===== config.mk =====
export PLATFORM = sky130hd
export DESIGN_NAME = gem_dma_to_stream
export DESIGN_NICKNAME = d
export VERILOG_FILES = /design/src/design/gem_pkg.sv /design/src/design/gem_write_slave.sv /design/src/design/gem_beat_queue.sv /design/src/design/gem_tlast_stage.sv /design/src/design/gem_dma_to_stream.sv
export SDC_FILE = /design/constraint.sdc
export NUM_CORES = 1
export LEC_CHECK = 0
export BUFFER_PORTS_ARGS = -buffer_cell sky130_fd_sc_hd__buf_2
export CAP_MARGIN = 20
export CORE_MARGIN = 1.5
export CORE_UTILIZATION = 45
export CTS_CLUSTER_SIZE = 16
export DETAILED_ROUTE_END_ITERATION = 16
export PLACE_DENSITY = 0.66
export SLEW_MARGIN = 20
export SYNTH_ARGS = -nofsm -noshare
export SYNTH_HDL_FRONTEND = slang
export SYNTH_HIERARCHICAL = 1
export SYNTH_SLANG_ARGS = --single-unit

===== constraint.sdc =====
create_clock -name clk -period 2.7 [get_ports clk]
set_input_delay 0.27 -clock clk [delete_from_list [all_inputs] [get_ports clk]]
set_output_delay 0.27 -clock clk [all_outputs]
set_load 0.1 [all_outputs]

===== src/design/gem_pkg.sv =====
package gem_pkg;

    // bus widths
    localparam int DATA_W = 32;
    localparam int ADDR_W = 13;

    // address bit 12 picks between the two 4 KiB pages
    localparam int PAGE_BIT = 12;

    // full-width INCR bursts only, so one beat is one data word
    localparam int BEAT_STEP = DATA_W / 8;

    localparam logic DATA_PAGE    = 1'b0;
    localparam logic CONTROL_PAGE = 1'b1;

    // offsets within a page
    localparam logic [PAGE_BIT-1:0] DATA_BASE    = '0;
    localparam logic [PAGE_BIT-1:0] DMA_DONE_REG = '0;

    // queue entry kinds
    localparam logic KIND_DATA  = 1'b0;
    localparam logic KIND_CLOSE = 1'b1;

    typedef logic [DATA_W-1:0] data_t;

    localparam data_t DMA_DONE_MASK = DATA_W'(1);

    // the same address word, seen flat for stepping or split for page decode
    typedef union packed {
        logic [ADDR_W-1:0] flat;
        struct packed {
            logic                page;
            logic [PAGE_BIT-1:0] offset;
        } paged;
    } gem_addr_u;

    typedef struct packed {
        logic  kind;
        logic  first;
        data_t data;
    } entry_t;

endpackage


===== src/design/gem_write_slave.sv =====
module gem_write_slave import gem_pkg::*; #(
    parameter int ID_W = 2
) (
    input  logic            clk,
    input  logic            reset,

    input  logic [ID_W-1:0] i_awid,
    input  gem_addr_u       i_awaddr,
    input  logic [7:0]      i_awlen,
    input  logic            i_awvalid,
    output logic            o_awready,

    input  data_t           i_wdata,
    input  logic            i_wlast,
    input  logic            i_wvalid,
    output logic            o_wready,

    output logic [ID_W-1:0] o_bid,
    output logic [1:0]      o_bresp,
    output logic            o_bvalid,
    input  logic            i_bready,

    output logic            o_push_valid,
    output entry_t          o_push_entry,
    input  logic            i_push_ready
);

    localparam logic [1:0] ST_IDLE  = 2'd0;
    localparam logic [1:0] ST_WRITE = 2'd1;
    localparam logic [1:0] ST_RESP  = 2'd2;

    localparam logic [1:0] RESP_OKAY = 2'b00;

    logic [1:0]      r_state;
    logic [ID_W-1:0] r_id;
    gem_addr_u       r_addr;
    logic [7:0]      r_beats_left;

    logic aw_fire;
    logic w_fire;
    logic b_fire;
    logic last_beat;
    logic is_data;
    logic is_done;

    assign aw_fire = i_awvalid && o_awready;
    assign w_fire  = i_wvalid && o_wready;
    assign b_fire  = o_bvalid && i_bready;

    // wlast normally ends the burst, the beat count is a backstop
    assign last_beat = i_wlast || (r_beats_left == '0);

    // page decode of the current beat address
    assign is_data = r_addr.paged.page == DATA_PAGE;
    assign is_done = (r_addr.paged.page == CONTROL_PAGE)
                  && (r_addr.paged.offset == DMA_DONE_REG)
                  && |(i_wdata & DMA_DONE_MASK);

    assign o_awready = r_state == ST_IDLE;
    assign o_bvalid  = r_state == ST_RESP;
    assign o_bid     = r_id;
    assign o_bresp   = RESP_OKAY;

    // W is only taken when the queue has room, even for control beats
    assign o_wready = (r_state == ST_WRITE) && i_push_ready;

    // data beats and done writes go in, other control writes vanish here
    assign o_push_valid = (r_state == ST_WRITE) && i_wvalid && (is_data || is_done);

    always_comb begin
        o_push_entry.kind  = is_data ? KIND_DATA : KIND_CLOSE;
        o_push_entry.first = is_data && (r_addr.paged.offset == DATA_BASE);
        o_push_entry.data  = i_wdata;
    end

    always_ff @(posedge clk) begin
        if (reset) begin
            r_state <= ST_IDLE;
        end else begin
            case (r_state)
                ST_IDLE: begin
                    if (aw_fire) begin
                        r_state <= ST_WRITE;
                    end
                end
                ST_WRITE: begin
                    if (w_fire && last_beat) begin
                        r_state <= ST_RESP;
                    end
                end
                ST_RESP: begin
                    if (b_fire) begin
                        r_state <= ST_IDLE;
                    end
                end
                default: begin
                    r_state <= ST_IDLE;
                end
            endcase
        end
    end

    // burst context, captured on AW and walked one word per W beat
    always_ff @(posedge clk) begin
        if (aw_fire) begin
            r_id         <= i_awid;
            r_addr       <= i_awaddr;
            r_beats_left <= i_awlen;
        end else if (w_fire) begin
            r_addr.flat  <= r_addr.flat + ADDR_W'(BEAT_STEP);
            r_beats_left <= r_beats_left - 8'd1;
        end
    end

endmodule


===== src/design/gem_beat_queue.sv =====
module gem_beat_queue import gem_pkg::*; #(
    parameter int DEPTH = 4
) (
    input  logic   clk,
    input  logic   reset,

    input  logic   i_push_valid,
    input  entry_t i_push_entry,
    output logic   o_push_ready,

    output logic   o_pop_valid,
    output entry_t o_pop_entry,
    input  logic   i_pop_ready
);

    localparam int PTR_W = $clog2(DEPTH);

    entry_t mem [DEPTH];

    logic [PTR_W-1:0] r_wr_ptr;
    logic [PTR_W-1:0] r_rd_ptr;
    logic [PTR_W:0]   r_count;

    logic push_fire;
    logic pop_fire;

    assign o_push_ready = r_count != (PTR_W + 1)'(DEPTH);
    assign o_pop_valid  = r_count != '0;
    assign o_pop_entry  = mem[r_rd_ptr];

    assign push_fire = i_push_valid && o_push_ready;
    assign pop_fire  = o_pop_valid && i_pop_ready;

    // pointers wrap on their own since DEPTH is a power of two
    always_ff @(posedge clk) begin
        if (reset) begin
            r_wr_ptr <= '0;
            r_rd_ptr <= '0;
            r_count  <= '0;
        end else begin
            if (push_fire) begin
                r_wr_ptr <= r_wr_ptr + PTR_W'(1);
            end
            if (pop_fire) begin
                r_rd_ptr <= r_rd_ptr + PTR_W'(1);
            end
            case ({push_fire, pop_fire})
                2'b10:   r_count <= r_count + (PTR_W + 1)'(1);
                2'b01:   r_count <= r_count - (PTR_W + 1)'(1);
                default: r_count <= r_count;
            endcase
        end
    end

    always_ff @(posedge clk) begin
        if (push_fire) begin
            mem[r_wr_ptr] <= i_push_entry;
        end
    end

endmodule


===== src/design/gem_tlast_stage.sv =====
module gem_tlast_stage import gem_pkg::*; (
    input  logic   clk,
    input  logic   reset,

    input  logic   i_pop_valid,
    input  entry_t i_pop_entry,
    output logic   o_pop_ready,

    output data_t  o_tdata,
    output logic   o_tlast,
    output logic   o_tvalid,
    input  logic   i_tready
);

    // the held beat waits until the next entry says whether it was last
    logic  r_held_valid;
    data_t r_held_data;

    // registered stream output slot
    logic  r_out_valid;
    data_t r_out_data;
    logic  r_out_last;

    logic out_free;
    logic pop_fire;
    logic pop_is_data;

    assign o_tvalid = r_out_valid;
    assign o_tdata  = r_out_data;
    assign o_tlast  = r_out_last;

    // slot is free now or drains on this edge
    assign out_free    = !r_out_valid || i_tready;
    assign o_pop_ready = out_free;

    assign pop_fire    = i_pop_valid && o_pop_ready;
    assign pop_is_data = i_pop_entry.kind == KIND_DATA;

    always_ff @(posedge clk) begin
        if (reset) begin
            r_held_valid <= 1'b0;
            r_out_valid  <= 1'b0;
        end else begin
            if (r_out_valid && i_tready) begin
                r_out_valid <= 1'b0;
            end
            if (pop_fire) begin
                if (r_held_valid) begin
                    r_out_valid <= 1'b1;
                end
                // a close marker empties the holder, a data beat refills it
                r_held_valid <= pop_is_data;
            end
        end
    end

    always_ff @(posedge clk) begin
        if (pop_fire) begin
            if (r_held_valid) begin
                r_out_data <= r_held_data;
                // a new packet start or a done marker closes the held beat
                r_out_last <= pop_is_data ? i_pop_entry.first : 1'b1;
            end
            if (pop_is_data) begin
                r_held_data <= i_pop_entry.data;
            end
        end
    end

endmodule


===== src/design/gem_dma_to_stream.sv =====
module gem_dma_to_stream import gem_pkg::*; #(
    parameter int ID_W        = 2,
    parameter int QUEUE_DEPTH = 4
) (
    input  logic            clk,
    input  logic            reset,

    // AXI4 write slave, driven by the MAC's DMA engine
    input  logic [ID_W-1:0] i_awid,
    input  gem_addr_u       i_awaddr,
    input  logic [7:0]      i_awlen,
    input  logic            i_awvalid,
    output logic            o_awready,

    input  data_t           i_wdata,
    input  logic            i_wlast,
    input  logic            i_wvalid,
    output logic            o_wready,

    output logic [ID_W-1:0] o_bid,
    output logic [1:0]      o_bresp,
    output logic            o_bvalid,
    input  logic            i_bready,

    // AXI-Stream master
    output data_t           o_tdata,
    output logic            o_tlast,
    output logic            o_tvalid,
    input  logic            i_tready
);

    logic   push_valid;
    entry_t push_entry;
    logic   push_ready;

    logic   pop_valid;
    entry_t pop_entry;
    logic   pop_ready;

    gem_write_slave #(
        .ID_W (ID_W)
    ) u_write_slave (
        .clk          (clk),
        .reset        (reset),
        .i_awid       (i_awid),
        .i_awaddr     (i_awaddr),
        .i_awlen      (i_awlen),
        .i_awvalid    (i_awvalid),
        .o_awready    (o_awready),
        .i_wdata      (i_wdata),
        .i_wlast      (i_wlast),
        .i_wvalid     (i_wvalid),
        .o_wready     (o_wready),
        .o_bid        (o_bid),
        .o_bresp      (o_bresp),
        .o_bvalid     (o_bvalid),
        .i_bready     (i_bready),
        .o_push_valid (push_valid),
        .o_push_entry (push_entry),
        .i_push_ready (push_ready)
    );

    // beats and close markers share one queue so they stay in order
    gem_beat_queue #(
        .DEPTH (QUEUE_DEPTH)
    ) u_beat_queue (
        .clk          (clk),
        .reset        (reset),
        .i_push_valid (push_valid),
        .i_push_entry (push_entry),
        .o_push_ready (push_ready),
        .o_pop_valid  (pop_valid),
        .o_pop_entry  (pop_entry),
        .i_pop_ready  (pop_ready)
    );

    gem_tlast_stage u_tlast_stage (
        .clk         (clk),
        .reset       (reset),
        .i_pop_valid (pop_valid),
        .i_pop_entry (pop_entry),
        .o_pop_ready (pop_ready),
        .o_tdata     (o_tdata),
        .o_tlast     (o_tlast),
        .o_tvalid    (o_tvalid),
        .i_tready    (i_tready)
    );

endmodule


# Word-level counts from Yosys, hierarchy flattened

Memory sizes are Yosys's and may differ from the RTL's. A register that Yosys moved wholly into a read port is not among the register bits.
Index checks and enable logic that the tools add are counted.

Bits in writable memories: 136
Memories kept: 1
Register bits after elaboration: 99
Memory bits (read-only): 0
Latch bits: 0

$mul: 0
Shifts and indexed selects: 0
Equal/unequal tests: 8
Divide/modulo/power cells: 0
Order comparisons: 0
Add/subtract/negate cells: 6
Reduce and logical (&&, ||, !) cells: 26
Bitwise operators: 2
Mux-type cells: 17

Memory list:

| name             | words | width | rd ports | clocked after memory_dff | wr ports | RTL line             | text |
|---|---|---|---|---|---|---|---|
| u_beat_queue.mem | 4     | 34    | 1        | 1                        | 1        | gem_beat_queue.sv:18 | `entry_t mem [DEPTH];` |

Operators with widths:

| operator                | count |
|---|---|
| $mux W13                | 2 |
| $mux W8                 | 2 |
| $add A13 B3 Y13 const B | 1 |
| $logic_and A1 B1 Y1     | 13 |
| $logic_not A12 Y1       | 1 |
| $mux W2                 | 5 |
| $logic_not A8 Y1        | 1 |
| $sub A8 B1 Y8 const B   | 1 |
| $mux W1                 | 6 |
| $ne A2 B2 Y1 const B    | 3 |
| $pmux W2 S3             | 1 |
| $pmux W3 S2             | 1 |
| $add A2 B1 Y2 const B   | 2 |
| $eq A2 B1 Y1 const B    | 2 |
| $eq A2 B2 Y1 const B    | 2 |
| $reduce_and A2 Y1       | 2 |
| $reduce_bool A2 Y1      | 2 |
| $add A3 B1 Y3 const B   | 1 |
| $logic_or A1 B1 Y1      | 3 |
| $ne A3 B3 Y1 const B    | 1 |
| $reduce_and A3 Y1       | 1 |
| $reduce_bool A3 Y1      | 1 |
| $sub A3 B1 Y3 const B   | 1 |
| $logic_not A2 Y1        | 1 |
| 2 further kinds         | 3 |

# Longest topological paths before layout

Gate-level depths: netlist of run 1.

Word-level depth: 8
Gate-level depth with buffers: 13
Mapped depth without buffers: 13

# Cells and area by module

Netlist of run 1, hierarchy kept.

Modules (own cells, without submodules):

| module          | cells an instance | instances | area each (µm²) |
|---|---|---|---|
| gem_beat_queue  | 230               | 1         | 5431.5 |
| gem_tlast_stage | 76                | 1         | 2059.5 |
| gem_write_slave | 179               | 1         | 1680.4 |

# Worst setup path before layout of run 1

Ideal clock, no wire load.

Kind: register to register
Start: register (tool-made name)
End: register u_tlast_stage.r_held_data[0], enable pin
Arrival time: 2.454 ns
Buffers on the path: 1
Library setup time: 0.421 ns
Path slack: -0.175 ns
Stages on the path, launching flop included: 4
Path through: dfxtp_1 > buf_6 > mux4_1 > nor2_1

RTL lines:

| what                 | RTL line              | text |
|---|---|---|
| to (signal assigned) | gem_tlast_stage.sv:65 | `r_held_data <= i_pop_entry.data;` |
| to (decl)            | gem_tlast_stage.sv:17 | `data_t r_held_data;` |

# Worst setup path after layout of run 1

Start: register u_write_slave/r_addr[2] (netlist bit)
End: register u_beat_queue.r_count[2]

Word-level cells in the longest chain between the ends: 8
Elaborated cells between the ends (all ways): 10
Classes of those cells: eq/ne (2); mux (1); reduce/logical (7)

RTL lines:

| what                                              | RTL line                | text |
|---|---|---|
| from (decl)                                       | gem_write_slave.sv:36   | `gem_addr_u r_addr;` |
| from (signal assigned)                            | gem_write_slave.sv:107  | `r_addr <= i_awaddr;` |
| $logic_not A12 Y1 (*)                             | gem_write_slave.sv:56   | `&& (r_addr.paged.offset == DMA_DONE_REG)` |
| $logic_and A1 B1 Y1 (*)                           | gem_write_slave.sv:56   |  |
| $logic_and A1 B1 Y1 (*)                           | gem_write_slave.sv:57   | `&& \|(i_wdata & DMA_DONE_MASK);` |
| $logic_or A1 B1 Y1 (*)                            | gem_write_slave.sv:68   | `assign o_push_valid = (r_state == ST_WRITE) && i_wvalid && (is_data \|\| is_done);` |
| $logic_and A1 B1 Y1 (*)                           | gem_write_slave.sv:68   |  |
| via push_valid                                    | gem_dma_to_stream.sv:32 | `logic push_valid;` |
| $logic_and A1 B1 Y1 (*)                           | gem_beat_queue.sv:31    | `assign push_fire = i_push_valid && o_push_ready;` |
| $eq A2 B1 Y1 or $eq A2 B2 Y1 (tied branches)      | gem_beat_queue.sv:47    | `case ({push_fire, pop_fire})` |
| $pmux W3 S2 or $reduce_bool A2 Y1 (tied branches) | n/a                     |  |
| to (signal assigned)                              | gem_beat_queue.sv:48    | `2'b10: r_count <= r_count + (PTR_W + 1)'(1);` |
| to (signal assigned)                              | gem_beat_queue.sv:49    | `2'b01: r_count <= r_count - (PTR_W + 1)'(1);` |
| to (signal assigned)                              | gem_beat_queue.sv:50    | `default: r_count <= r_count;` |
| to (decl)                                         | gem_beat_queue.sv:22    | `logic [PTR_W:0] r_count;` |

The timed path passes the listed nets; every way through them passes the cells marked *.
A chain may end at the register's enable or synchronous reset.

==> tab_implementation.tex, run 1 <==
\begin{tabular}{lr}
\hline
Metric & Value \\
\hline
\multicolumn{2}{l}{\textbf{Outcome}} \\
\quad Result of the run & completed \\
\multicolumn{2}{l}{\textbf{Setup path}} \\
\quad Standard cell with the maximum stage delay on the critical path & sky130\_fd\_sc\_hd\_\_edfxtp\_1 \\
\quad Worst Setup Start Kind & flip-flop \\
\quad WP data arrival & 2.99 ns \\
\quad Crit-path cells & inv\_2 -> ha\_4 -> nor4b\_4 -> nand3\_2 -> o22ai\_1 -> a21boi\_2 -> inv\_1 -> ha\_2 -> inv\_2 -> fa\_2 -> xor2\_2 -> or3\_4 -> a21oi\_2 \\
\quad Crit path largest cell delay & 0.45 ns \\
\quad Number of buffers and inverters on the critical path & 3 \\
\quad Type of the worst setup path & flip-flop to flip-flop \\
\quad Worst Path Required & 3.15 ns \\
\quad Nature of the critical path endpoint & flip-flop \\
\quad Most common cell on crit path & sky130\_fd\_sc\_hd\_\_inv\_2 \\
\quad Crit Path Max Fanout & 5 \\
\quad Delay-heaviest family, CP & adder cells \\
\multicolumn{2}{l}{\textbf{Global route}} \\
\quad Vias in the first global route & between 4000 and 5000 \\
\quad Largest net degree at the start of global routing & 35 \\
\quad Global-route usage over all layers & 0.145 \\
\quad Total global routing overflow & 0 \\
\quad Wire length of the first global-routing pass & $\sim$24000 µm \\
\quad Antenna violations before repair & 0 \\
\multicolumn{2}{l}{\textbf{Final layout}} \\
\quad Layout cells sized above 1 & 0.327 \\
\quad Most frequent cells in the layout & sky130\_fd\_sc\_hd\_\_edfxtp\_1 (224), sky130\_fd\_sc\_hd\_\_buf\_2 (100), sky130\_fd\_sc\_hd\_\_dlygate4sd3\_1 (33) \\
\quad Layout-stage area growth over the synthesis result & 19.1\% \\
\quad Layout Utilization & 0.544 \\
\quad Most common cell after layout, fill and taps aside & sky130\_fd\_sc\_hd\_\_edfxtp\_1 \\
\quad Antenna diode count & 0 \\
\quad Post-route design area & roughly 11000 µm² \\
\quad Net total in the final layout & roughly 700 \\
\multicolumn{2}{l}{\textbf{Logic synthesis}} \\
\quad Share of the synthesized area in the top cell type & 0.733 \\
\quad Syn Area/Cell & around 19 µm² \\
\quad Area of the mapped netlist & between 9000 and 10000 µm² \\
\quad Most instantiated flip-flop cell in the synthesis netlist & sky130\_fd\_sc\_hd\_\_edfxtp\_1 \\
\quad Post-synth ARST share & 0 \\
\quad Register area share after synthesis & 0.762 \\
\quad Count of cell types in the netlist & between 50 and 60 \\
\quad Area contributors post-synth & sky130\_fd\_sc\_hd\_\_edfxtp\_1 (73\%), sky130\_fd\_sc\_hd\_\_mux4\_2 (7.4\%), sky130\_fd\_sc\_hd\_\_buf\_4 (3.0\%), sky130\_fd\_sc\_hd\_\_dfxtp\_1 (2.8\%), sky130\_fd\_sc\_hd\_\_ha\_1 (1.2\%) \\
\quad Cell count after synthesis & between 400 and 500 \\
\quad Synth warnings & 6 \\
\quad Flop and latch count out of synthesis & 237 \\
\quad Cell taking the most area after synthesis & sky130\_fd\_sc\_hd\_\_edfxtp\_1 \\
\quad EDFF count, synth & approximately 220 \\
\multicolumn{2}{l}{\textbf{STA}} \\
\quad Setup total negative slack & 0 ns \\
\quad Hold violation count in the final report & 0 \\
\quad Worst setup slack after layout & about 0.15 ns \\
\quad Maximum achievable frequency & a little under 0.4 GHz \\
\quad Final setup vio count & 0 \\
\quad Skew final & $\sim$0.015 ns \\
\quad Part of the cycle the worst path needs & 0.943 \\
\quad Final period demand of the worst path & between 2 and 3 ns \\
\quad Actual transition at the worst max-transition pin & approximately 0.66 ns \\
\quad Worst-case headroom to the max-slew limit & 0.562 \\
\quad Number of pins exceeding their max-slew limit in the final report & 0 \\
\quad Unrepaired setup endpoints after global routing & false \\
\multicolumn{2}{l}{\textbf{Power}} \\
\quad Share of total power in the clock network & 0.310 \\
\quad Leak pwr & 0.00376 µW \\
\quad Int Pwr & between 7000 and 8000 µW \\
\quad Combinational power share & 0.214 \\
\quad Switching fraction of total power & 0.293 \\
\quad Net switching power of the design & between 2000 and 3000 µW \\
\quad Worst vdd rail ir drop & roughly 0.46 mV \\
\quad Power, Total & $\sim$10000 µW \\
\quad Cell Pwr Density & 922 nW/µm² \\
\quad Sequential share of power & 0.476 \\
\multicolumn{2}{l}{\textbf{Drt}} \\
\quad Final wirelength & 15000 µm \\
\quad Number of remaining DRC errors & 0 \\
\quad Number of nets with antenna violations after routing & 0 \\
\quad Drt initial violations & 264 \\
\quad Total vias in the final route & around 4400 \\
\quad Via/cell ratio & between 4 and 5 \\
\quad Wire length per cell & 16.7 µm \\
\quad Number of optimization iterations in the first detailed-route pass & 6 \\
\multicolumn{2}{l}{\textbf{Placement}} \\
\quad Post-detail-place hpwl & roughly 8900 µm \\
\quad Worst setup slack after placement & 0.125 ns \\
\quad Post-DP Area & $\sim$9800 µm² \\
\quad Count of buffers inserted at the top-level ports & 100 \\
\quad Placer Congestion & between 0.7 and 0.8 \\
\multicolumn{2}{l}{\textbf{Floorplanning}} \\
\quad Rows & between 50 and 60 \\
\quad DIE AREA & around 21000 µm² \\
\quad Starting density of the core & 0.456 \\
\quad Horizontal extent of the die & between 100 and 150 µm \\
\quad DIE HEIGHT & $\sim$150 µm \\
\quad I/O pin cnt & between 100 and 150 \\
\quad Area of the core region & just over 20000 µm² \\
\multicolumn{2}{l}{\textbf{Clocking}} \\
\quad Number of sinks driven by the clock tree & about 240 \\
\quad Number of buffers created by CTS & 24 \\
\quad Clock edge transition at the registers on the reported setup and hold paths & 0.06 ns \\
\quad Number of buffers on the longest clock path & 3 \\
\quad Root buf cell & sky130\_fd\_sc\_hd\_\_clkbuf\_16 \\
\quad Worst-skew pair later-pin latency & just over 0.5 ns \\
\quad Maximum level of the CTS H-tree & 1 \\
\quad Clock tree from TritonCTS & done \\
\multicolumn{2}{l}{\textbf{Worst hold path}} \\
\quad Tightest Hold Check Type & input pin to flip-flop \\
\multicolumn{2}{l}{\textbf{Run}} \\
\quad Number of max-cap violations & 0 \\
\hline
\end{tabular}
[kinds of logic (layout without fill, tap and decap cells)]
logic type | Yosys count | count (layout) | synth area share
flip-flops | 237 | 237 | 0.762
XOR/XNOR | 10 | 10 | 0.00955
AND/OR/NAND/NOR | 90 | 90 | 0.0512
adder cells (fa/ha/maj) | 10 | 10 | 0.0145
other | 1 | 2 | 0.000409
buffers and inverters | 65 | 203 | 0.0486
AO/OA/AOI/OAI | 36 | 36 | 0.0266
multiplexers | 36 | 36 | 0.0874
[cells in the mapped netlist, types with 2 or more instances]
master                     instances
sky130_fd_sc_hd__nand4_1           5
sky130_fd_sc_hd__buf_2             5
sky130_fd_sc_hd__nand3_1           8
sky130_fd_sc_hd__or4_1             3
sky130_fd_sc_hd__o31ai_1           3
sky130_fd_sc_hd__nor3_1            2
sky130_fd_sc_hd__and3b_1           2
sky130_fd_sc_hd__a31oi_1           6
sky130_fd_sc_hd__ha_1              9
sky130_fd_sc_hd__xnor2_1           6
sky130_fd_sc_hd__inv_1            15
sky130_fd_sc_hd__nor2_1           25
sky130_fd_sc_hd__edfxtp_1        224
sky130_fd_sc_hd__buf_4            37
sky130_fd_sc_hd__mux4_1            4
sky130_fd_sc_hd__nor4_1            2
sky130_fd_sc_hd__a211o_1           3
sky130_fd_sc_hd__nand2b_1          2
sky130_fd_sc_hd__or3_1             5
sky130_fd_sc_hd__mux4_2           30
sky130_fd_sc_hd__dfxtp_1          13
sky130_fd_sc_hd__and2_1            6
sky130_fd_sc_hd__nand2_1          21
sky130_fd_sc_hd__o21ai_0          10
sky130_fd_sc_hd__buf_12            3
sky130_fd_sc_hd__xor2_1            4
sky130_fd_sc_hd__a21oi_1           6
sky130_fd_sc_hd__clkbuf_1          3
[stage by stage]
stage          hold slack, ns  instances
6_report               0.0410        894
3_5_place_dp            0.406        819
4_1_cts                0.0114        892
3_3_place_gp            0.401        819
5_1_grt                0.0238        894
2_1_floorplan           0.338        486
[path summary, 6_finish.rpt]
check	from	slack (ns)	to	depth (start not counted)
worst min register to register	u_tlast_stage/r_held_data[3]	0.42	u_tlast_stage/o_tdata[3]	0
worst min-delay path	i_wdata[0]	0.04	u_beat_queue/mem[1][0]	1
worst max register to register	u_write_slave/r_addr[2]	0.15	u_beat_queue/r_count[2]	13
worst max-delay path	u_write_slave/r_addr[2]	0.15	u_beat_queue/r_count[2]	13
[registers in the layout, indices dropped and copies added (netlist names), named ones only]
signal                      cells
u_tlast_stage/o_tlast           1
u_beat_queue/r_rd_ptr           2
u_beat_queue/r_wr_ptr           2
u_beat_queue/mem              136
u_write_slave/r_addr           13
u_write_slave/r_beats_left      8
u_tlast_stage/r_held_data      32
u_tlast_stage/o_tdata          32
u_write_slave/r_state           2
u_tlast_stage/r_held_valid      1
u_write_slave/o_bid             2
u_tlast_stage/o_tvalid          1
u_beat_queue/r_count            3
[power groups by stage]
stage | clock, µW | combinational (µW) | sequential [µW]
4_1_cts | 3210 | 2110 | 4800
3_3_place_gp | 0 | 2020 | 4850
3_5_place_dp | 0 | 2070 | 4870
6_report | 3130 | 2150 | 4800
2_1_floorplan | 0 | 1120 | 5450
5_1_grt | 3370 | 2320 | 4840
[area by class of cell]
class                   instances  area (µm²)
well taps                     270         338
multi-input cells             184        1810
clock buffers                  27         612
fillers                      1603        9180
flip-flops and latches        237        6990
repair buffers                147         986
inverters                      16        60.1
clock inverters                13         133
[per-layer routing]
layer,global-route usage,share of wire,up-vias
met1,0.195,0.43,2200
met2,0.241,0.50,123
met5,0,0,-
li1,-,-,2110
met4,0.0393,0.010,0
met3,0.0301,0.053,14
[timing repair]
action	4_1_cts	5_1_grt
hold buffers	33	0
gates resized for setup	0	12
buffers inserted	0	2
endpoints found under the setup margin	0	1
endpoints found under the hold margin	123	0
Note: power is estimated with default switching activity, not from simulation.
==> run 2, diff against run 1 <==
--- a/config.mk
+++ b/config.mk
@@ -11,6 +11,7 @@
 export CORE_UTILIZATION = 45
 export CTS_CLUSTER_SIZE = 16
 export DETAILED_ROUTE_END_ITERATION = 16
+export MAX_ROUTING_LAYER = met4
 export PLACE_DENSITY = 0.66
 export SLEW_MARGIN = 20
 export SYNTH_ARGS = -nofsm -noshare
==> run 2 against run 1 <==
Combinational power barely moved. Largest cell class unchanged. Flip-flop and latch count unchanged. Worst hold slack is essentially flat. Worst setup slack got worse by 0.00098 ns. Fmax is essentially flat. Cell count did not move. Critical path type unchanged.
==> tab_implementation.tex, run 2 (same netlist as run 1, synthesis figures left out) <==
\begin{tabular}{lr}
\hline
Metric & Value \\
\hline
\multicolumn{2}{l}{\textbf{Outcome}} \\
\quad Result of the run & completed \\
\multicolumn{2}{l}{\textbf{Final layout}} \\
\quad Most common cell after layout, fill and taps aside & sky130\_fd\_sc\_hd\_\_edfxtp\_1 \\
\quad Most frequent cells in the layout & sky130\_fd\_sc\_hd\_\_edfxtp\_1 (224), sky130\_fd\_sc\_hd\_\_buf\_2 (100), sky130\_fd\_sc\_hd\_\_dlygate4sd3\_1 (33) \\
\quad Count of filler cells inserted in the layout & about 1600 \\
\quad Max FFs per register & $\sim$140 \\
\quad Layout-stage area growth over the synthesis result & 19.1\% \\
\quad Net total in the final layout & 682 \\
\quad Layout cells sized above 1 & 0.327 \\
\quad Register bank with the most flops & u\_beat\_queue/mem \\
\quad Layout Utilization & 0.544 \\
\quad Antenna diode count & 0 \\
\quad Final cell count without fillers & 894 \\
\multicolumn{2}{l}{\textbf{Power}} \\
\quad Sequential share of power & 0.476 \\
\quad Combinational power share & 0.214 \\
\quad Switching fraction of total power & 0.293 \\
\quad Share of total power in the clock network & 0.310 \\
\quad Int Pwr & between 7000 and 8000 µW \\
\quad Net switching power of the design & 2960 µW \\
\quad Cell Pwr Density & between 900 and 1000 nW/µm² \\
\quad Leak pwr & between 0.003 and 0.004 µW \\
\quad Power, Total & 10100 µW \\
\quad Worst vdd rail ir drop & around 0.45 mV \\
\multicolumn{2}{l}{\textbf{Floorplanning}} \\
\quad I/O pin cnt & roughly 100 \\
\quad DIE HEIGHT & 146 µm \\
\quad Starting density of the core & 0.456 \\
\quad DIE AREA & 21200 µm² \\
\quad Area of the core region & $\sim$20000 µm² \\
\quad Horizontal extent of the die & between 100 and 150 µm \\
\quad Rows & between 50 and 60 \\
\multicolumn{2}{l}{\textbf{STA}} \\
\quad Number of pins exceeding their max-slew limit in the final report & 0 \\
\quad Skew final & approximately 0.018 ns \\
\quad Setup total negative slack & 0 ns \\
\quad Hold violation count in the final report & 0 \\
\quad Final period demand of the worst path & approximately 2.5 ns \\
\quad Unrepaired setup endpoints after global routing & false \\
\quad Worst-case headroom to the max-slew limit & 0.562 \\
\quad Actual transition at the worst max-transition pin & approximately 0.66 ns \\
\quad Maximum achievable frequency & 0.393 GHz \\
\quad Post-Route Hold Slack & between 0.04 and 0.05 ns \\
\quad Final setup vio count & 0 \\
\quad Part of the cycle the worst path needs & 0.943 \\
\multicolumn{2}{l}{\textbf{Setup path}} \\
\quad WP data arrival & 3.00 ns \\
\quad Standard cell with the maximum stage delay on the critical path & sky130\_fd\_sc\_hd\_\_edfxtp\_1 \\
\quad Worst Path Required & 3.15 ns \\
\quad Most common cell on crit path & sky130\_fd\_sc\_hd\_\_inv\_2 \\
\quad Worst Setup Start Kind & flip-flop \\
\quad Crit-path cells & inv\_2 -> ha\_4 -> nor4b\_4 -> nand3\_2 -> o22ai\_1 -> a21boi\_2 -> inv\_1 -> ha\_2 -> inv\_2 -> fa\_2 -> xor2\_2 -> or3\_4 -> a21oi\_2 \\
\quad Nature of the critical path endpoint & flip-flop \\
\quad Crit path largest cell delay & between 0.4 and 0.5 ns \\
\quad Crit Path Max Fanout & 5 \\
\quad Type of the worst setup path & flip-flop to flip-flop \\
\multicolumn{2}{l}{\textbf{Global route}} \\
\quad Wire length of the first global-routing pass & approximately 24000 µm \\
\quad Largest net degree at the start of global routing & 35 \\
\quad Antenna violations before repair & 0 \\
\quad Vias in the first global route & 4615 \\
\quad Global-route usage over all layers & 0.149 \\
\quad Total global routing overflow & 0 \\
\multicolumn{2}{l}{\textbf{Drt}} \\
\quad Number of optimization iterations in the first detailed-route pass & 4 \\
\quad Total vias in the final route & 4452 \\
\quad Number of nets with antenna violations after routing & 0 \\
\quad Number of remaining DRC errors & 0 \\
\quad Final wirelength & around 15000 µm \\
\quad Wire length per cell & around 17 µm \\
\quad Via/cell ratio & 4.98 \\
\quad Drt initial violations & 261 \\
\multicolumn{2}{l}{\textbf{Placement}} \\
\quad Placed cells & about 800 \\
\quad Placer Congestion & $\sim$0.8 \\
\quad Count of buffers inserted at the top-level ports & 100 \\
\quad Post-detail-place hpwl & between 8000 and 9000 µm \\
\multicolumn{2}{l}{\textbf{Clocking}} \\
\quad Root buf cell & sky130\_fd\_sc\_hd\_\_clkbuf\_16 \\
\quad Maximum level of the CTS H-tree & 1 \\
\quad Clock tree from TritonCTS & done \\
\quad Number of sinks driven by the clock tree & between 200 and 250 \\
\quad Number of buffers created by CTS & 24 \\
\quad Clock edge transition at the registers on the reported setup and hold paths & $\sim$0.060 ns \\
\quad Worst-skew pair later-pin latency & roughly 0.5 ns \\
\quad Number of buffers on the longest clock path & 3 \\
\multicolumn{2}{l}{\textbf{Run}} \\
\quad Number of max-cap violations & 0 \\
\multicolumn{2}{l}{\textbf{Worst hold path}} \\
\quad Tightest Hold Check Type & input pin to flip-flop \\
\hline
\end{tabular}
-- run 2: power groups by stage --
stage	clock [µW]	combinational [µW]	sequential, µW
after floorplan	0	1120	5450
after detailed placement	0	2070	4870
after global routing	3370	2320	4840
final	3130	2150	4800
after CTS	3210	2110	4800
after global placement	0	2020	4850
-- run 2: final timing paths --
path,from,end,slack [ns],cells after the start
worst max-delay path,u_write_slave/r_addr[2],u_beat_queue/r_count[2],0.15,13
worst min register to register,u_tlast_stage/r_held_data[3],u_tlast_stage/o_tdata[3],0.42,0
worst min-delay path,i_wdata[0],u_beat_queue/mem[1][0],0.04,1
worst max register to register,u_write_slave/r_addr[2],u_beat_queue/r_count[2],0.15,13
-- run 2: per-stage QoR --
stage | worst slack [ns] | cell area, µm²
CTS | 0.122 | 10900
floorplan | 0.0728 | 9180
finish | 0.154 | 10900
global route | 0.0140 | 10900
detailed placement | 0.125 | 9780
global placement | 0.254 | 9780
-- run 2: area by class of cell --
cell class | instances | area (µm²) | share of cell area
flip-flops and latches | 237 | 6990 | 0.640
multi-input cells | 184 | 1810 | 0.166
repair buffers | 147 | 986 | 0.0902
clock buffers | 27 | 612 | 0.0560
well taps | 270 | 338 | 0.0309
clock inverters | 13 | 133 | 0.0121
inverters | 16 | 60.1 | 0.00550
-- run 2: critical path: cells and delay by family, from the launching register on --
kind	cells	cell delay [ns]
simple gates	3	0.60
compound gates	3	0.33
xor+xnor	1	0.19
buf+inv	3	0.19
fa+ha+maj	3	0.72
flops	1	0.45
-- run 2: metal layers --
metal	part of all wire	routed length, µm	GRT usage	vias to the layer above
met5	0	0	-	-
met4	0.012	178	0.0393	0
met3	0.054	810	0.0301	17
met2	0.50	7520	0.241	127
met1	0.43	6490	0.195	2200
li1	-	-	-	2108
-- run 2: timing repair --
action	CTS	global route
hold endpoints to repair	123	0
setup endpoints to repair	0	1
hold buffers	33	0
resized for setup	0	12
buffers inserted	0	2
==> run 3, diff against run 2 <==
--- a/config.mk
+++ b/config.mk
@@ -8,11 +8,10 @@
 export BUFFER_PORTS_ARGS = -buffer_cell sky130_fd_sc_hd__buf_2
 export CAP_MARGIN = 20
 export CORE_MARGIN = 1.5
-export CORE_UTILIZATION = 45
+export CORE_UTILIZATION = 40
 export CTS_CLUSTER_SIZE = 16
 export DETAILED_ROUTE_END_ITERATION = 16
 export MAX_ROUTING_LAYER = met4
-export PLACE_DENSITY = 0.66
 export SLEW_MARGIN = 20
 export SYNTH_ARGS = -nofsm -noshare
 export SYNTH_HDL_FRONTEND = slang
==> constraint.sdc (replaced) <==
create_clock -name clk -period 2.3 [get_ports clk]
set_input_delay 0.23 -clock clk [delete_from_list [all_inputs] [get_ports clk]]
set_output_delay 0.23 -clock clk [all_outputs]
set_load 0.1 [all_outputs]
==> run 3 against run 2 <==
The run now ends with setup timing left. Sequential share of layout area decreased by 2.1 points. Clock skew down 0.0085 ns. Critical path depth unchanged. Via count grew 4.9%. Clock-buffer cell count rose by 5. Global-route usage is 0.94 points lower. Die area grew 12%. Largest power group unchanged. Highest routed layer unchanged.
==> tab_implementation.tex, run 3 (same netlist as run 1, synthesis figures left out) <==
\begin{tabular}{lr}
\hline
Metric & Value \\
\hline
\multicolumn{2}{l}{\textbf{Outcome}} \\
\quad Violations in the final reports & setup timing \\
\quad Result of the run & complete, but fails checks \\
\multicolumn{2}{l}{\textbf{Power}} \\
\quad Switching fraction of total power & 0.291 \\
\quad Cell Pwr Density & around 1100 nW/µm² \\
\quad Leak pwr & a little under 0.004 µW \\
\quad Sequential share of power & 0.463 \\
\quad Combinational power share & 0.221 \\
\quad Int Pwr & 8590 µW \\
\quad Worst vdd rail ir drop & about 0.51 mV \\
\quad Net switching power of the design & 3520 µW \\
\quad Share of total power in the clock network & 0.316 \\
\multicolumn{2}{l}{\textbf{Final layout}} \\
\quad Post-route design area & around 11000 µm² \\
\quad Count of filler cells inserted in the layout & between 1500 and 2000 \\
\quad Layout Utilization & 0.501 \\
\quad Layout cells sized above 1 & 0.339 \\
\quad Register bank with the most flops & u\_beat\_queue/mem \\
\quad Antenna diode count & 0 \\
\quad Net total in the final layout & a little over 700 \\
\quad Multi-input logic area & about 1800 µm² \\
\quad Most common cell after layout, fill and taps aside & sky130\_fd\_sc\_hd\_\_edfxtp\_1 \\
\quad Sequential standard cell area & around 7000 µm² \\
\quad Most frequent cells in the layout & sky130\_fd\_sc\_hd\_\_edfxtp\_1 (224), sky130\_fd\_sc\_hd\_\_buf\_2 (100), sky130\_fd\_sc\_hd\_\_dlygate4sd3\_1 (45) \\
\quad Layout-stage area growth over the synthesis result & 23.3\% \\
\quad Max FFs per register & 136 \\
\multicolumn{2}{l}{\textbf{Drt}} \\
\quad Number of remaining DRC errors & 0 \\
\quad Total vias in the final route & $\sim$4700 \\
\quad Wire length per cell & between 15 and 20 µm \\
\quad Number of optimization iterations in the first detailed-route pass & 4 \\
\quad Final wirelength & about 16000 µm \\
\quad Number of nets with antenna violations after routing & 0 \\
\quad Via/cell ratio & 4.96 \\
\quad Drt initial violations & about 280 \\
\multicolumn{2}{l}{\textbf{Placement}} \\
\quad Post-DP Area & about 10000 µm² \\
\quad Count of buffers inserted at the top-level ports & 100 \\
\quad Placer Congestion & around 0.85 \\
\quad Post-detail-place hpwl & 9810 µm \\
\multicolumn{2}{l}{\textbf{STA}} \\
\quad Final setup vio count & 1 \\
\quad Number of pins exceeding their max-slew limit in the final report & 0 \\
\quad Worst setup slack after layout & -0.0572 ns \\
\quad Maximum achievable frequency & around 0.42 GHz \\
\quad Post-Route Hold Slack & 0.0107 ns \\
\quad Hold violation count in the final report & 0 \\
\quad Skew final & roughly 0.0093 ns \\
\quad Part of the cycle the worst path needs & 1.02 \\
\quad Unrepaired setup endpoints after global routing & true \\
\quad Worst-case headroom to the max-slew limit & 0.428 \\
\quad Final period demand of the worst path & 2.36 ns \\
\quad Actual transition at the worst max-transition pin & $\sim$0.86 ns \\
\multicolumn{2}{l}{\textbf{Floorplanning}} \\
\quad Area of the core region & about 23000 µm² \\
\quad DIE AREA & approximately 24000 µm² \\
\quad DIE HEIGHT & about 150 µm \\
\quad I/O pin cnt & between 100 and 150 \\
\quad Starting density of the core & 0.406 \\
\quad Horizontal extent of the die & between 150 and 200 µm \\
\quad Rows & 55 \\
\multicolumn{2}{l}{\textbf{Setup path}} \\
\quad Crit path largest cell delay & between 0.3 and 0.4 ns \\
\quad Worst Path Required & between 2 and 3 ns \\
\quad WP data arrival & around 2.8 ns \\
\quad Worst Setup Start Kind & flip-flop \\
\quad Most common cell on crit path & sky130\_fd\_sc\_hd\_\_inv\_2 \\
\quad Type of the worst setup path & flip-flop to flip-flop \\
\quad Crit-path cells & inv\_1 -> ha\_2 -> nor4b\_4 -> nand3\_2 -> o22ai\_2 -> a21boi\_4 -> inv\_2 -> ha\_4 -> inv\_2 -> fa\_2 -> xor2\_1 -> or3\_1 -> a21oi\_2 \\
\quad Standard cell with the maximum stage delay on the critical path & sky130\_fd\_sc\_hd\_\_edfxtp\_1 \\
\quad Crit Path Max Fanout & 2 \\
\quad Nature of the critical path endpoint & flip-flop \\
\multicolumn{2}{l}{\textbf{Run}} \\
\quad Number of max-cap violations & 0 \\
\multicolumn{2}{l}{\textbf{Global route}} \\
\quad Total global routing overflow & 0 \\
\quad Largest net degree at the start of global routing & 35 \\
\quad Wire length of the first global-routing pass & 25300 µm \\
\quad Antenna violations before repair & 0 \\
\quad Vias in the first global route & 4876 \\
\quad Global-route usage over all layers & 0.140 \\
\multicolumn{2}{l}{\textbf{Worst hold path}} \\
\quad Tightest Hold Check Type & input pin to flip-flop \\
\multicolumn{2}{l}{\textbf{Clocking}} \\
\quad Clock tree from TritonCTS & done \\
\quad Number of buffers created by CTS & 25 \\
\quad Number of sinks driven by the clock tree & approximately 240 \\
\quad Root buf cell & sky130\_fd\_sc\_hd\_\_clkbuf\_16 \\
\quad Clock edge transition at the registers on the reported setup and hold paths & around 0.06 ns \\
\quad Number of buffers on the longest clock path & 3 \\
\quad Maximum level of the CTS H-tree & 1 \\
\quad Worst-skew pair later-pin latency & about 0.52 ns \\
\hline
\end{tabular}
-- run 3: cell types whose count changed in the layout (fill, tap and decap cells not counted), sizes merged --
cell | before | now
buf | 114 | 128
clkinvlp | 1 | 0
dlygate4sd3 | 33 | 45
clkinv | 9 | 10
clkbuf | 27 | 34
-- run 3: worst max-delay path: cells and delay by family, from the launching register on --
kind / cells / cell delay, ns
XOR/XNOR: 1 / 0.07
buffers and inverters: 3 / 0.20
AO/OA/AOI/OAI: 3 / 0.46
adder cells (fa/ha/maj): 3 / 0.51
AND/OR/NAND/NOR: 3 / 0.67
flip-flops: 1 / 0.39
-- run 3: timing repair --
action / CTS / global route
setup endpoints to repair: 2 / 138
gates resized for setup: 6 / 3
pin swaps: 4 / 3
cloned: 0 / 2
setup buffers: 2 / 0
hold buffers: 45 / 0
hold endpoints to repair: 141 / 0
-- run 3: power by group through the flow --
stage          Clock (µW)  Combinational, µW  Sequential, µW
4_1_cts              3920               2720            5620
2_1_floorplan           0               1340            6390
5_1_grt              4080               2870            5660
3_5_place_dp            0               2610            5700
6_report             3820               2680            5610
3_3_place_gp            0               2550            5680
-- run 3: area by class of cell --
class	count	share of cell area
Clock buffer	32	0.0586
Clock inverter	13	0.0112
Inverter	16	0.00531
Multi-Input combinational cell	184	0.160
Sequential cell	237	0.618
Tap cell	285	0.0315
Timing Repair Buffer	175	0.115
-- run 3: per-stage QoR --
step	setup WS, ns	setup TNS [ns]	power, µW	std cells
final	-0.0572	-0.0572	12100	942
after global routing	-0.189	-0.348	12600	942
after CTS	-0.0652	-0.0900	12300	941
after detailed placement	-0.118	-0.148	8310	849
after global placement	0.0253	0	8230	849
after floorplan	-0.00357	-0.00357	7740	486
-- run 3: routing by layer --
layer / vias to the layer above / share of wire / routed length [µm] / GRT usage
met2: 136 / 0.52 / 8310 / 0.248
met3: 31 / 0.037 / 603 / 0.0244
met1: 2339 / 0.43 / 6850 / 0.166
met5: - / 0 / 0 / -
li1: 2163 / - / - / -
met4: 0 / 0.021 / 340 / 0.0362
-- run 3: final timing paths --
kind / slack, ns / cells after the start / from / endpoint
hold reg to reg: 0.42 / 0 / u_tlast_stage/r_held_data[4] / u_tlast_stage/o_tdata[4]
setup / recovery: -0.06 / 13 / u_write_slave/r_addr[3] / u_beat_queue/r_count[2]
setup reg to reg: -0.06 / 13 / u_write_slave/r_addr[3] / u_beat_queue/r_count[2]
hold / removal: 0.01 / 3 / i_awlen[5] / u_write_slave/r_beats_left[5]
